==> config.mk <==
export PLATFORM = sky130hd
export DESIGN_NAME = itlb_space
export DESIGN_NICKNAME = d
export VERILOG_FILES = /design/src/itlb_pkg.sv /design/src/itlb_space.sv
export SDC_FILE = /design/constraint.sdc
export NUM_CORES = 1
export LEC_CHECK = 0
export BUFFER_PORTS_ARGS = -buffer_cell sky130_fd_sc_hd__buf_2
export CORE_UTILIZATION = 43
export DETAILED_ROUTE_END_ITERATION = 8
export GPL_ROUTABILITY_DRIVEN = 0
export PLACE_DENSITY = 0.76
export SKIP_CTS_REPAIR_TIMING = 1
export SLEW_MARGIN = 30
export SYNTH_ARGS = -nofsm -noshare
export SYNTH_HDL_FRONTEND = slang
export SYNTH_SLANG_ARGS = --single-unit
==> constraint.sdc <==
create_clock -name clk -period 1.52 [get_ports clk]
set_clock_uncertainty 0.15 [all_clocks]
set_input_delay 0.152 -clock clk [delete_from_list [all_inputs] [get_ports clk]]
set_output_delay 0.152 -clock clk [all_outputs]
set_load 0.02 [all_outputs]
==> src/itlb_pkg.sv <==
// Instruction translation buffer shared definitions
// Address split, entry field widths, control-register map and the
// control-register data word with its two decodings.

package itlb_pkg;

  // virtual address split into tag, set index and page offset
  localparam int VA_W     = 44;
  localparam int PAGE_OFF = 12;
  localparam int SET_W    = 8;
  localparam int SETS     = 256;
  localparam int TAG_W    = 24;

  // associativity and per-way rank order
  localparam int WAYS   = 8;
  localparam int RANK_W = 3;

  localparam int SPACE_W = 24;
  localparam int PPN_W   = 32;

  // translation word is {ppn, global, execute, user, spare}
  localparam int DATA_W      = 36;
  localparam int DATA_GLOBAL = 3;

  // control-register snoop bus
  localparam int CSR_ADDR_W = 16;
  localparam int CSR_DATA_W = 64;

  localparam logic [CSR_ADDR_W-1:0] CSR_SPACE = 16'h0021;
  localparam logic [CSR_ADDR_W-1:0] CSR_FLAGS = 16'h0030;

  // translation enable inside each 32-bit thread half of the flag word
  localparam int FLAG_VM = 5;

  // top address nibble of the window that bypasses translation
  localparam logic [3:0] UNCACHED_NIB = 4'hE;

  // one control-register data word, decoded according to the register written.
  // The space register carries a padded identifier per thread, the flag
  // register carries a full 32-bit flag half per thread
  typedef union packed {
    struct packed {
      logic [CSR_DATA_W/2-SPACE_W-1:0] pad1;
      logic [SPACE_W-1:0]              id1;
      logic [CSR_DATA_W/2-SPACE_W-1:0] pad0;
      logic [SPACE_W-1:0]              id0;
    } ids;
    logic [1:0][CSR_DATA_W/2-1:0] flags;
  } itlb_csr_word_u;

endpackage

==> src/itlb_space.sv <==
// Instruction translation buffer, address-space stage
// Watches control-register writes for the per-thread space identifiers
// and the translation-enable flags, and presents the identifier of the
// thread currently fetching.

`timescale 1ns/10ps

module itlb_space (
  input  logic                             clk,
  input  logic                             rst,
  input  logic                             csr_en,
  input  logic [itlb_pkg::CSR_ADDR_W-1:0]  csr_addr,
  input  itlb_pkg::itlb_csr_word_u         csr_data,
  input  logic                             read_thread,
  output logic [itlb_pkg::SPACE_W-1:0]     space_id
);

  import itlb_pkg::*;

  logic [1:0][SPACE_W-1:0] thr_space;
  logic [1:0]              thr_vm;
  logic                    hit_space;
  logic                    hit_flags;

  assign hit_space = csr_en && (csr_addr == CSR_SPACE);
  assign hit_flags = csr_en && (csr_addr == CSR_FLAGS);

  // both threads are written together, one half of the word each
  always_ff @(posedge clk)
  begin
    if (rst)
    begin
      thr_space <= '0;
      thr_vm    <= '0;
    end
    else
    begin
      if (hit_space)
      begin
        thr_space[0] <= csr_data.ids.id0;
        thr_space[1] <= csr_data.ids.id1;
      end
      if (hit_flags)
      begin
        // only the translation enable matters to the fetch side
        thr_vm[0] <= csr_data.flags[0][FLAG_VM];
        thr_vm[1] <= csr_data.flags[1][FLAG_VM];
      end
    end
  end

  // with translation off the thread runs in space zero
  always_comb
  begin
    if (thr_vm[read_thread])
    begin
      space_id = thr_space[read_thread];
    end
    else
    begin
      space_id = '0;
    end
  end

  // a strobe with an undefined address could update either register
  csr_addr_known: assert property (
    @(posedge clk) disable iff (rst)
    csr_en |-> !$isunknown(csr_addr)
  );

endmodule

==> qor.yml <==
crit_family: "flip-flops"
hold_class: "primary input to flop"
vias_per_cell: 4.844
crit_chain: "mux2i_4, buf_6, nor2_1, buf_2"
areaGrowthSynthToFinish_pct: 48.82
end_kind: "output pin"
path_buf_inv: 2
cts_inserted_buffers: 5
yosys_register_bits: 50
period_needed_ns: 1.517
clock_path_buffers: 2
fillCellCount: 479
dr.pass1.iters: 4
ff_latch_area_sq_um: 1003
nNetsFinal: 489
grt_max_degree: 99
die_h_um: 79.89
first_global_vias: 1957
hold_slack_ns: -0.01714
drv_cap: 0
drive_gt1_frac: 0.3062
totalWireLength_mm: 6.175
reg2reg_depth: 2
root_buffer: "clkbuf_8"
setup_viol: 0
grt_first_pass_wirelength_mm: 8.293
p_switching_w: 0.0004981
p_int_w: 0.001832
hold_depth: 3
syn_avg_cell_area_sq_um: 9.521
antenna_found_initial: 0
dp.cells: 427
fmax_mhz: 659.2
antenna_cells: 0
violations: "hold timing"
wl_per_cell_um: 12.86
postRouteAntennaNets: 0
drtIter0Drc: 66
slowest_stage: "dfxtp_2"
clkTransAtPathRegs_ns: 0.08
rsz0062_at_grt: "true"
power.share.sequential: 0.561
pwr-share-clk: 0.304
cts.htree.levels: 2
synth_fp_nets: 358
io_buffers: 91
synth.yosys.warnings: 0
cp.depth: 4
syn_area_sq_um: 2609
cp.required_ns: 1.22
dp_hpwl_mm: 3.664
core_sq_um: 5886
final_core_util: 0.6597
fin_cells: 480
ys_seq_area_frac: 0.3837
path_max_fanout: 9
synthDistinctLibCells: 14
dieArea_sq_um: 6382
multi_input_area_sq_um: 1567
cts_sinks: 50
crit_path_max_incr_delay_ns: 0.34
switching_share: 0.2137
period_share: 0.9980
start_kind: "flop"
ir_drop_mv: 0.3902
io-pin-count: 108
clk_latency_ns: 0.29
tritoncts: "yes"
leakagePower_nw: 1.555
p_per_area_nw_per_um2: 600.3
slew_viol_final: 0
outcome: "finished with violations"
critPathKind: "flop to output pin"
max_slew_margin: 0.8251
comb_power_share: 0.135
drc: 0
num_rows: 28
routed-via-count: 2325
start_util: 0.4432
syn_inst: 274
gr-total-overflow: 0
arrival_ns: 1.22
hold_violations: 6
worstMarginPinSlew_ns: 0.2550
grt_usage: 0.1657
die_x_um: 79.89
power groups by stage:
stage / clock network (W) / logic, W / registers [W]
floorplan: 0 / 0.000118 / 0.00134
global placement: 0 / 0.000231 / 0.00134
detailed placement: 0 / 0.000231 / 0.00134
CTS: 0.000731 / 0.000232 / 0.00131
global route: 0.000783 / 0.000342 / 0.00131
finish: 0.000708 / 0.000315 / 0.00131
cells in the mapped netlist:
master / number / share of area
buf_2: 4 / 0.0077
nand4_1: 1 / 0.0024
nor2_1: 24 / 0.035
nor4_1: 2 / 0.0048
nor3b_2: 1 / 0.0048
buf_4: 1 / 0.0029
or3b_2: 1 / 0.0034
nand2b_1: 98 / 0.24
nor4bb_1: 1 / 0.0038
mux2i_1: 75 / 0.29
dfxtp_1: 50 / 0.38
nor3_1: 1 / 0.0019
clkbuf_1: 13 / 0.019
buf_6: 2 / 0.0086
metrics by stage:
stage | area (sq um) | power, W | worst slack (ns) | setup TNS (ns)
6_report | 3882 | 0.002331 | 0.002991 | 0
5_1_grt | 3882 | 0.002434 | -0.05799 | -1.140
4_1_cts | 3248 | 0.002272 | -0.06302 | -1.032
3_5_place_dp | 3172 | 0.001570 | -0.2601 | -11.00
3_3_place_gp | 3172 | 0.001570 | -0.2165 | -10.40
2_1_floorplan | 2616 | 0.001457 | -0.03727 | -0.7454
sequential cells by signal, summed over array words and instances (netlist names):
| signal | count |
|---|---|
| thr_space | 48 |
| thr_vm | 2 |
worst paths after layout:
path / slack (ns) / to / start
worst min register to register: 0.33 / thr_space[33]$_SDFFE_PP0P_ / thr_space[33]$_SDFFE_PP0P_
worst max-delay path: 0.003 / space_id[14] / thr_vm[0]$_SDFFE_PP0P_
worst min-delay path: -0.02 / thr_space[24]$_SDFFE_PP0P_ / csr_data[32]
worst max register to register: 0.74 / thr_vm[0]$_SDFFE_PP0P_ / thr_vm[0]$_SDFFE_PP0P_
routing by layer:
| metal | GRT usage | wire (um) |
|---|---|---|
| met1 | 0.1872 | 2826 |
| met2 | 0.3077 | 2983 |
| met3 | 0.03314 | 315 |
| met4 | 0.05357 | 50 |
| met5 | 0 | 0 |
worst reg2reg max path, cell delays in order (launching register included):
cell and delay [ns]:
dfxtp_2 0.36, nand2b_1 0.06, mux2i_1 0.14
cell type report:
type	count	share of cell area
tap	75	0.02417
timing repair buffer	144	0.2942
sequential	50	0.2585
clock buffer	7	0.01966
multi-input combinational	204	0.4035
cells by family (layout without fill, tap and decap cells):
| group | Yosys count | in the layout | share of synthesized area |
|---|---|---|---|
| buffers and inverters | 20 | 151 | 0.03789 |
| AND/OR/NAND/NOR | 129 | 129 | 0.2906 |
| multiplexers | 75 | 75 | 0.2878 |
| flip-flops | 50 | 50 | 0.3837 |
cells in the final DEF, fill, tap and decap left out:
cell / netlist / final
clkbuf_16: 0 / 4
nor4_2: 0 / 2
nor2_1: 24 / 18
nor2_2: 0 / 5
mux2i_4: 0 / 1
buf_2: 4 / 82
nor2_4: 0 / 1
or3b_2: 1 / 1
nand2b_1: 98 / 98
dfxtp_1: 50 / 48
buf_4: 1 / 2
buf_12: 0 / 4
clkbuf_1: 13 / 2
nand4_1: 1 / 1
nor3_1: 1 / 1
dlygate4sd3_1: 0 / 39
nor4bb_2: 0 / 1
nor3b_4: 0 / 1
dfxtp_2: 0 / 2
buf_6: 2 / 13
mux2i_1: 75 / 74
clkbuf_8: 0 / 5
Note: power is estimated with default switching activity, not from simulation.
