[src/itlb_pkg.sv]
// Instruction translation buffer shared definitions
// Address split, entry field widths, control-register map and the
// control-register data word with its two decodings.

package itlb_pkg;

  // virtual address split into tag, set index and page offset
  localparam int VA_W     = 44;
  localparam int PAGE_OFF = 12;
  localparam int SET_W    = 8;
  localparam int SETS     = 256;
  localparam int TAG_W    = 24;

  // associativity and per-way rank order
  localparam int WAYS   = 8;
  localparam int RANK_W = 3;

  localparam int SPACE_W = 24;
  localparam int PPN_W   = 32;

  // translation word is {ppn, global, execute, user, spare}
  localparam int DATA_W      = 36;
  localparam int DATA_GLOBAL = 3;

  // control-register snoop bus
  localparam int CSR_ADDR_W = 16;
  localparam int CSR_DATA_W = 64;

  localparam logic [CSR_ADDR_W-1:0] CSR_SPACE = 16'h0021;
  localparam logic [CSR_ADDR_W-1:0] CSR_FLAGS = 16'h0030;

  // translation enable inside each 32-bit thread half of the flag word
  localparam int FLAG_VM = 5;

  // top address nibble of the window that bypasses translation
  localparam logic [3:0] UNCACHED_NIB = 4'hE;

  // one control-register data word, decoded according to the register written.
  // The space register carries a padded identifier per thread, the flag
  // register carries a full 32-bit flag half per thread
  typedef union packed {
    struct packed {
      logic [CSR_DATA_W/2-SPACE_W-1:0] pad1;
      logic [SPACE_W-1:0]              id1;
      logic [CSR_DATA_W/2-SPACE_W-1:0] pad0;
      logic [SPACE_W-1:0]              id0;
    } ids;
    logic [1:0][CSR_DATA_W/2-1:0] flags;
  } itlb_csr_word_u;

endpackage

[src/itlb_resp.sv]
// Instruction translation buffer, response stage
// Registers the lookup result one cycle after an accepted read, answers
// the uncached window with an identity mapping, and freezes under stall.

`timescale 1ns/10ps

module itlb_resp (
  input  logic                         clk,
  input  logic                         rst,
  input  logic                         read_en,
  input  logic [itlb_pkg::VA_W-1:0]    read_va,
  input  logic                         write_en,
  input  logic                         ready,
  input  logic                         fstall,
  input  logic                         lookup_hit,
  input  logic [itlb_pkg::DATA_W-1:0]  lookup_data,
  output logic                         resp_valid,
  output logic                         resp_hit,
  output logic [itlb_pkg::DATA_W-1:0]  resp_data
);

  import itlb_pkg::*;

  logic              accept;
  logic              uncached;
  logic [DATA_W-1:0] ident;

  assign accept   = read_en && !write_en && ready && !fstall;
  assign uncached = (read_va[VA_W-1 -: 4] == UNCACHED_NIB);

  // page number is the upper address itself, every flag clear
  assign ident = {read_va[PAGE_OFF +: PPN_W], {(DATA_W - PPN_W){1'b0}}};

  always_ff @(posedge clk)
  begin
    if (rst)
    begin
      resp_valid <= 1'b0;
      resp_hit   <= 1'b0;
    end
    else if (!fstall)
    begin
      resp_valid <= accept;
      if (accept)
        resp_hit <= uncached || lookup_hit;
    end
  end

  always_ff @(posedge clk)
  begin
    if (accept)
      resp_data <= uncached ? ident : lookup_data;
  end

  no_resp_in_sweep: assert property (
    @(posedge clk) disable iff (rst)
    $rose(resp_valid) |-> ready
  );

endmodule

[config.mk]
export PLATFORM = sky130hd
export DESIGN_NAME = itlb_resp
export DESIGN_NICKNAME = d
export VERILOG_FILES = /design/src/itlb_pkg.sv /design/src/itlb_resp.sv
export SDC_FILE = /design/constraint.sdc
export NUM_CORES = 1
export LEC_CHECK = 0
export ABC_AREA = 1
export BUFFER_PORTS_ARGS = -buffer_cell sky130_fd_sc_hd__buf_2
export CORE_MARGIN = 3
export CORE_UTILIZATION = 41
export CTS_BUF_LIST = sky130_fd_sc_hd__clkbuf_8
export DETAILED_ROUTE_END_ITERATION = 8
export PLACE_DENSITY_LB_ADDON = 0.25
export SYNTH_ARGS = -nofsm -noshare
export SYNTH_HDL_FRONTEND = slang
export SYNTH_SLANG_ARGS = --single-unit
[constraint.sdc]
create_clock -name clk -period 2.3 [get_ports clk]
set_clock_uncertainty 0.15 [all_clocks]
set_input_delay 0.46 -clock clk [delete_from_list [all_inputs] [get_ports clk]]
set_output_delay 0.46 -clock clk [all_outputs]
set_load 0.01 [all_outputs]
==> results.sh, run 1 <==
export IMPL_start_util_pct=43.8
export IMPL_dieArea_sq_um=4790
export IMPL_timing_reg2reg_worst_path_depth=4
export IMPL_clkTransAtPathRegs_ns=0.06
export IMPL_status="finished clean"
export IMPL_cts_buffers=5
export IMPL_synthMuxAreaShare_pct=0
export IMPL_crit_chain="buf_2"
export IMPL_layout_setup_ws_ns=0.885
export IMPL_rsz0062_at_grt="false"
export IMPL_cts_htree_levels=2
export IMPL_portBuffers=112
export IMPL_cp_depth=1
export IMPL_maxCapViolCount=0
export IMPL_synthAdderAreaFrac_pct=0
export IMPL_core_area_sq_um=3740
export IMPL_slowest_stage="edfxtp_1"
export IMPL_grt_max_degree=29
export IMPL_cellPowerDensity_nw_per_um2=579
export IMPL_ys_seq_elements=38
export IMPL_syn_area_sq_um=1640
export IMPL_clock_latency_ns=0.28
export IMPL_whs_path_depth=2
export IMPL_critPathMaxFanout=1
export IMPL_wl_per_cell_um=10.8
export IMPL_synth_net_count=248
export IMPL_diodes=0
export IMPL_synth_compound_area_share_pct=0.306
export IMPL_cts_resized=0
export IMPL_drtIter0Drc=90
export IMPL_overflow=0
export IMPL_synth_seq_area_share_pct=68.4
export IMPL_grt_pass1_vias=1329
export IMPL_netlist_instances=161
export IMPL_cts_tree="yes"
export IMPL_cp_data_arrival_time_ns=0.80
export IMPL_start_kind="flip-flop"
export IMPL_drv_slew=0
export IMPL_synth_top_family_by_area="simple AND/OR/NAND/NOR gates"
export IMPL_drcViolationCount=0
export IMPL_final_hold_viol_count=0
export IMPL_synth_simple_area_share_pct=24.8
export IMPL_critPathRequiredTime_ns=1.69
export IMPL_ioPinCount=125
export IMPL_final_nets=365
export IMPL_pre_cts_slack_ns=0.633
export IMPL_clk_path_buf_depth=2
export IMPL_power_leakage_nw=1.20
export IMPL_track_usage_pct=15.8
export IMPL_fin_util_pct=61.6
export IMPL_cts_root_buf="clkbuf_8"
export IMPL_die_h_um=69.2
export IMPL_wl_um=3510
export IMPL_rows=22
export IMPL_grt_pass1_wl_um=5800
export IMPL_synth_avg_cell_area_sq_um=10.2
export IMPL_setup_viol=0
export IMPL_crit_type="flip-flop to output pin"
export IMPL_dieWidth_um=69.2
export IMPL_gp_congestion=0.784
export IMPL_synth_xor_area_share_pct=0
export IMPL_ant_nets=0
export IMPL_max_slew_margin_pct=70.4
export IMPL_worst_slew_pin_slew_ns=0.444
export IMPL_hold_buffers=0
export IMPL_critPathMaxStageDelay_ns=0.38
export IMPL_drive_above_1_share_pct=45.3
export IMPL_hpwl_um=2860
export IMPL_finalCritPeriodShare_pct=61.5
export IMPL_end_kind="output pin"
export IMPL_irDropWorstVdd_v=0.000427
export IMPL_cpLargestDelayFamily="flip-flops"
export IMPL_cts_sinks=38
export IMPL_cp_buffers_inverters=1
export IMPL_yosysWarnings=0
export IMPL_synth_cell_type_count=12
export IMPL_holdWs_ns=0.192
export IMPL_num_vias=1403
export IMPL_finalSetupTns_ns=0
export IMPL_dr_pass1_iters=4
export IMPL_layout_area_overhead_vs_synth_pct=40.7
export IMPL_viasPerCell=4.30
export IMPL_cts_setup_buffers=0
export IMPL_nFillCells=361
export IMPL_fmaxAchievable_mhz=707
export IMPL_fin_crit_ns=1.41
export IMPL_antenna_found_initial=0
export IMPL_hold_path_class="input port to flip-flop"
export IMPL_finalPower_w=0.00133
## cells in the mapped netlist, drive strengths merged
cell / number / area [sq um]
dfxtp: 2 / 40.0
nor2: 9 / 41.3
inv: 12 / 45.0
a21oi: 1 / 5.00
nand3: 1 / 5.00
or2: 3 / 18.8
nand2: 91 / 342
edfxtp: 36 / 1080
buf: 6 / 60.1
## per-layer routing
metal | part of all wire (%) | global-route usage [%] | wire (um)
met1 | 35 | 16.3 | 1230
met2 | 56 | 28.1 | 1970
met3 | 6.6 | 5.07 | 233
met4 | 2.2 | 8.24 | 76
met5 | 0 | 0 | 0
## power by group
part	internal (W)	leakage, nW	switching (W)
Sequential	0.000783	0.341	0.00000437
Combinational	0.0000783	0.810	0.0000728
Clock	0.000199	0.0466	0.000196
Total	0.00106	1.20	0.000273
## worst paths after layout
check           startpoint            end  slack (ns)
min                    rst     resp_valid        0.19
min reg2reg     resp_valid     resp_valid        0.31
max reg2reg       resp_hit       resp_hit        1.56
max          resp_data[25]  resp_data[25]        0.89
## stage by stage
step / instances / cell area (sq um)
after floorplan: 161 / 1640
after global placement: 319 / 2230
after detailed placement: 319 / 2230
after CTS: 326 / 2300
after global routing: 326 / 2300
final: 326 / 2300
## state kept, by name (all words and copies together), names as in the netlist
register	cells
resp_data	36
resp_hit	1
resp_valid	1
## cell usage in the layout (no fill, tap or decap), drive strengths merged
cell / n
nand2: 91
dfxtp: 2
nor2: 9
buf: 116
inv: 14
or2: 3
clkbuf: 5
edfxtp: 36
a21oi: 1
nand3: 1
## cell type report
class                           count  area (sq um)  area share [%]
Sequential cell                    38          1120            48.6
Timing Repair Buffer              116           591            25.6
Multi-Input combinational cell    105           412            17.9
Clock buffer                        5          68.8            2.99
Tap cell                           48          60.1            2.61
Inverter                           12          45.0            1.95
Clock inverter                      2          7.51           0.326
## cells by family (layout without fill, tap and decap cells)
logic type | after synthesis | in the layout
simple gates | 104 | 104
buf+inv | 18 | 135
flops | 38 | 38
compound gates | 1 | 1
Power figures use the tool's default switching activity.
==> run 2, diff against run 1 <==
ABC_AREA = 0   (was 1)
clock period = 1.32 ns   (was 2.3 ns; I/O delays follow)
==> run 2 against run 1 <==
  * Cell count fell by 22%
  * Clock power up 92%
  * Via count shrank 18%
  * Worst hold slack got worse by 0.17 ns
  * Register-to-register slack got worse by 1.1 ns
  * Combinational power is 96% higher
  * Largest power group unchanged
==> results.sh, run 2 <==
export IMPL_gp_congestion=0.720
export IMPL_startpoint="read_va[40]"
export IMPL_whs_path_depth=2
export IMPL_cp_data_arrival_time_ns=1.17
export IMPL_viasPerCell=4.54
export IMPL_cts_root_buf="clkbuf_8"
export IMPL_final_cell_mix="112 x buf_2, 36 x edfxtp_1, 21 x mux2_4"
export IMPL_finalPower_w=0.00243
export IMPL_slowest_stage="mux2_4"
export IMPL_layout_setup_ws_ns=0.0272
export IMPL_synth_net_count=172
export IMPL_synth_avg_cell_area_sq_um=19.8
export IMPL_dpl_cell_area_sq_um=2310
export IMPL_stdcell_area_sq_um=2400
export IMPL_largest_reg_flops=36
export IMPL_synth_edff_count=36
export IMPL_r2r_slack_ns=0.44
export IMPL_grt_pass1_wl_um=5400
export IMPL_holdPathEnd="resp_hit"
export IMPL_dieArea_sq_um=4900
export IMPL_yosysWarnings=0
export IMPL_critPathMaxStageDelay_ns=0.31
export IMPL_critPathRequiredTime_ns=1.19
export IMPL_wl_per_cell_um=13.5
export IMPL_hpwl_um=2840
export IMPL_antenna_found_initial=0
export IMPL_start_util_pct=44.2
export IMPL_final_nets=292
export IMPL_power_leakage_nw=1.14
export IMPL_largestRegisters="resp_data: 36 flops, resp_hit: 1 flops, resp_valid: 1 flops"
export IMPL_synth_top_area_share_pct=64.3
export IMPL_grt_max_degree=21
export IMPL_core_area_sq_um=3800
export IMPL_start_kind="input port"
export IMPL_crit_chain="buf_2 -> nand4b_1 -> buf_4 -> mux2_4"
export IMPL_clk_path_buf_depth=2
export IMPL_status="finished clean"
export IMPL_end_kind="flip-flop"
export IMPL_synth_area_leaders="edfxtp_1 64%, mux2_4 19%, mux2_2 4.7%"
export IMPL_critPathMaxFanout=16
export IMPL_rows=22
export IMPL_cts_htree_levels=2
export IMPL_setup_viol=0
export IMPL_drv_slew=0
export IMPL_hold_path_startpoint="rst"
export IMPL_die_h_um=70.0
export IMPL_drtIter0Drc=24
export IMPL_max_slew_margin_pct=84.0
export IMPL_maxCapViolCount=0
export IMPL_synthTopCellsByCount="36 x edfxtp_1, 21 x mux2_4, 7 x mux2_2"
export IMPL_final_common_cell="buf_2"
export IMPL_rsz0062_at_grt="false"
export IMPL_synth_async_reset_ratio_pct=0
export IMPL_cts_buffers=5
export IMPL_worst_slew_pin_slew_ns=0.240
export IMPL_layout_area_overhead_vs_synth_pct=43.0
export IMPL_irDropWorstVdd_v=0.000576
export IMPL_finalCritPeriodShare_pct=97.9
export IMPL_track_usage_pct=14.0
export IMPL_cts_setup_buffers=0
export IMPL_cp_buffers_inverters=2
export IMPL_cts_tree="yes"
export IMPL_drive_above_1_share_pct=75.2
export IMPL_synth_seq_area_share_pct=66.7
export IMPL_crit_type="input port to flip-flop"
export IMPL_cellPowerDensity_nw_per_um2=1010
export IMPL_drcViolationCount=0
export IMPL_overflow=0
export IMPL_cts_sinks=38
export IMPL_ioPinCount=125
export IMPL_fin_crit_ns=1.29
export IMPL_wl_um=3420
export IMPL_ant_nets=0
export IMPL_ys_flop_type="edfxtp_1"
export IMPL_timing_reg2reg_worst_path_depth=2
export IMPL_final_cells=254
export IMPL_clock_latency_ns=0.27
export IMPL_yosys_area_top_type="edfxtp_1"
export IMPL_yosysMostFrequentCell="edfxtp_1"
export IMPL_dr_pass1_iters=3
export IMPL_cpLargestDelayFamily="buffers and inverters"
export IMPL_max_flop_register="resp_data"
export IMPL_r2r_end="resp_hit"
export IMPL_fin_util_pct=63.2
export IMPL_portBuffers=112
export IMPL_dieWidth_um=70.0
export IMPL_place_inst=246
export IMPL_netlist_instances=85
export IMPL_cts_resized=1
export IMPL_r2r_start="resp_hit"
export IMPL_ys_seq_elements=38
export IMPL_final_hold_viol_count=0
export IMPL_grt_pass1_vias=1265
export IMPL_hold_buffers=0
export IMPL_fmaxAchievable_mhz=774
export IMPL_diodes=0
export IMPL_num_vias=1154
export IMPL_hold_path_class="input port to flip-flop"
export IMPL_pre_cts_slack_ns=-0.339
export IMPL_syn_area_sq_um=1680
export IMPL_synth_cell_type_count=14
export IMPL_clkTransAtPathRegs_ns=0.07
## run 2: cell count changes after synthesis, sizes merged
cell | previous run | this run
buf | 6 | 4
and2 | 0 | 5
nor2 | 9 | 2
or2 | 3 | 0
mux2 | 0 | 28
a311oi | 0 | 1
nand4b | 0 | 1
inv | 12 | 1
nand2b | 0 | 3
nand3 | 1 | 0
nand2 | 91 | 0
and4bb | 0 | 1
## run 2: per-stage QoR
step	setup TNS (ns)	hold WS (ns)
floorplan	-5.12	0.182
global placement	-8.70	0.296
detailed placement	-10.60	0.307
CTS	0	0.00569
global route	0	0.0131
finish	0	0.0181
## run 2: cells by family after synthesis
kind of cell	synth area share, %
AO/OA/AOI/OAI	1.19
buffers and inverters	3.95
flip-flops	66.7
AND/OR/NAND/NOR	4.69
multiplexers	23.5
## run 2: power by group
part           switching (W)  leakage (nW)  internal [W]
registers         0.00000842         0.343       0.00136
logic               0.000107         0.743      0.000189
clock network       0.000346        0.0524      0.000413
total               0.000461          1.14       0.00197
## run 2: how the worst max path moves through the flow
| stage | cells past startpoint | end |
|---|---|---|
| floorplan | 4 | resp_data[10] |
| global placement | 4 | resp_data[31] |
| detailed placement | 4 | resp_data[5] |
| CTS | 4 | resp_data[16] |
| global route | 4 | resp_data[28] |
| finish | 4 | resp_data[16] |
## run 2: layout make-up
cell class	count	area (sq um)
fill	287	1400
tap	48	60.1
multi-input combinational	42	499
timing repair buffer	117	627
inverter	1	3.75
clock buffer	6	82.6
clock inverter	2	8.76
sequential	38	1120
## run 2: worst register-to-register path, stage by stage (launching register included)
cell	delay, ns
dfxtp_1	0.35
nor2_2	0.05
a311oi_2	0.23
## run 2: layer usage
layer  vias to the layer above  global-route usage, %  wire [um]  share of wire (%)
li1                        563                      -          -                  -
met1                       522                   12.7       1120                 33
met2                        65                   26.4       1880                 55
met3                         4                   6.91        393                 11
met4                         0                   5.11         29               0.85
met5                         -                      0          0                  0
==> run 3, diff against run 2 <==
==> constraint.sdc (replaced) <==
create_clock -name clk -period 1.32 [get_ports clk]
set_clock_uncertainty 0.15 [all_clocks]
set_input_delay 0.132 -clock clk [delete_from_list [all_inputs] [get_ports clk]]
set_output_delay 0.132 -clock clk [all_outputs]
set_load 0.01 [all_outputs]
==> run 3 against run 2 <==
  * Critical path depth fell by 1
  * Utilization rose by 8.2 points
  * Maximum frequency rose by 11%
  * Global-route usage rose by 2.8 points
  * First-iteration DRC count fell by 13%
  * Total power rose by 4.1%
  * Register-to-register slack improved by 0.03 ns
  * Combinational power rose by 25%
==> results.sh, run 3 (synthesis gave the netlist of run 2 again) <==
export IMPL_setup_viol=0
export IMPL_die_h_um=70.0
export IMPL_wl_per_cell_um=13.8
export IMPL_crit_type="input port to flip-flop"
export IMPL_final_hold_viol_count=0
export IMPL_clkTransAtPathRegs_ns=0.07
export IMPL_cellPowerDensity_nw_per_um2=931
export IMPL_max_flop_register="resp_data"
export IMPL_clock_latency_ns=0.28
export IMPL_end_kind="flip-flop"
export IMPL_max_slew_margin_pct=78.9
export IMPL_pre_cts_slack_ns=-0.130
export IMPL_cp_buffers_inverters=2
export IMPL_viasPerCell=4.49
export IMPL_r2r_start="resp_hit"
export IMPL_dieWidth_um=70.0
export IMPL_ioPinCount=125
export IMPL_dr_pass1_iters=4
export IMPL_drcViolationCount=0
export IMPL_diodes=0
export IMPL_layout_area_overhead_vs_synth_pct=61.5
export IMPL_cpLargestDelayFamily="buffers and inverters"
export IMPL_crit_chain="dlygate4sd3_1 -> buf_2 -> mux2_4"
export IMPL_largestRegisters="resp_data: 36 flops, resp_hit: 1 flops, resp_valid: 1 flops"
export IMPL_overflow=0
export IMPL_cts_tree="yes"
export IMPL_hold_path_startpoint="lookup_data[20]"
export IMPL_fin_crit_ns=1.17
export IMPL_finalPower_w=0.00253
export IMPL_cts_htree_levels=2
export IMPL_finalSetupTns_ns=0
export IMPL_drive_above_1_share_pct=65.1
export IMPL_critPathRequiredTime_ns=1.20
export IMPL_hpwl_um=2790
export IMPL_drv_slew=0
export IMPL_seq_area_sq_um=1120
export IMPL_status="finished clean"
export IMPL_startpoint="read_va[24]"
export IMPL_cts_root_buf="clkbuf_8"
export IMPL_grt_pass1_vias=1440
export IMPL_portBuffers=112
export IMPL_maxCapViolCount=0
export IMPL_num_vias=1285
export IMPL_clk_path_buf_depth=2
export IMPL_irDropWorstVdd_v=0.000599
export IMPL_fmaxAchievable_mhz=858
export IMPL_multi_input_area_sq_um=497
export IMPL_start_kind="input port"
export IMPL_hold_path_class="input port to flip-flop"
export IMPL_layout_setup_ws_ns=0.154
export IMPL_cts_setup_buffers=0
export IMPL_final_cell_mix="112 x buf_2, 36 x edfxtp_1, 31 x dlygate4sd3_1"
export IMPL_cp_data_arrival_time_ns=1.05
export IMPL_core_area_sq_um=3800
export IMPL_grt_max_degree=20
export IMPL_cts_buffers=5
export IMPL_dieArea_sq_um=4900
export IMPL_gp_congestion=0.768
export IMPL_critPathMaxFanout=1
export IMPL_cts_sinks=38
export IMPL_largest_reg_flops=36
export IMPL_finalCritPeriodShare_pct=88.3
export IMPL_grt_pass1_wl_um=6440
export IMPL_critPathMaxStageDelay_ns=0.53
export IMPL_power_leakage_nw=1.27
export IMPL_track_usage_pct=16.8
export IMPL_final_common_cell="buf_2"
export IMPL_final_nets=324
export IMPL_antenna_found_initial=0
export IMPL_ant_nets=0
export IMPL_slowest_stage="dlygate4sd3_1"
export IMPL_start_util_pct=44.2
export IMPL_wl_um=3950
export IMPL_rows=22
export IMPL_worst_slew_pin_slew_ns=0.316
export IMPL_rsz0062_at_grt="false"
export IMPL_drtIter0Drc=21
export IMPL_nFillCells=257
export IMPL_holdWs_ns=0.00484
==> run 3: area by class of cell <==
type	count	area share [%]
clock buffer	6	3.04
inverter	1	0.138
sequential	38	41.3
multi-input combinational	42	18.3
clock inverter	2	0.323
timing repair buffer	149	34.7
tap	48	2.21
==> run 3: through the flow <==
step,instance area (sq um),instances,utilization (%)
floorplan,1680,85,-
global placement,2310,247,60.9
detailed placement,2310,247,60.9
CTS,2690,284,70.9
global route,2710,286,71.4
finish,2710,286,71.4
==> run 3: final timing paths <==
check | end | slack, ns | cells after the start
max | resp_data[16] | 0.15 | 3
min | resp_data[20] | 0.005 | 2
max reg2reg | resp_hit | 0.47 | 2
min reg2reg | resp_valid | 0.34 | 2
==> run 3: metal layers <==
| layer | global-route usage [%] | vias up | share of wire [%] |
|---|---|---|---|
| met2 | 31.4 | 71 | 54 |
| met5 | 0 | - | 0 |
| met4 | 7.87 | 0 | 3.8 |
| met3 | 6.76 | 17 | 9.8 |
| met1 | 15.6 | 572 | 32 |
| li1 | - | 625 | - |
==> run 3: what timing repair did <==
item	in CTS	in global routing
hold buffers	29	2
resized for setup	0	0
endpoints found under the hold margin	21	2
==> run 3: worst register-to-register path: stages, from the launching register on <==
cell and delay, ns:
dfxtp_1 0.34, nor2_1 0.06, a311oi_2 0.21
==> run 3: power by group <==
group,internal (W),switching [W]
sequential,0.00136,0.00000833
combinational,0.000249,0.000122
clock,0.000413,0.000370
total,0.00203,0.000500
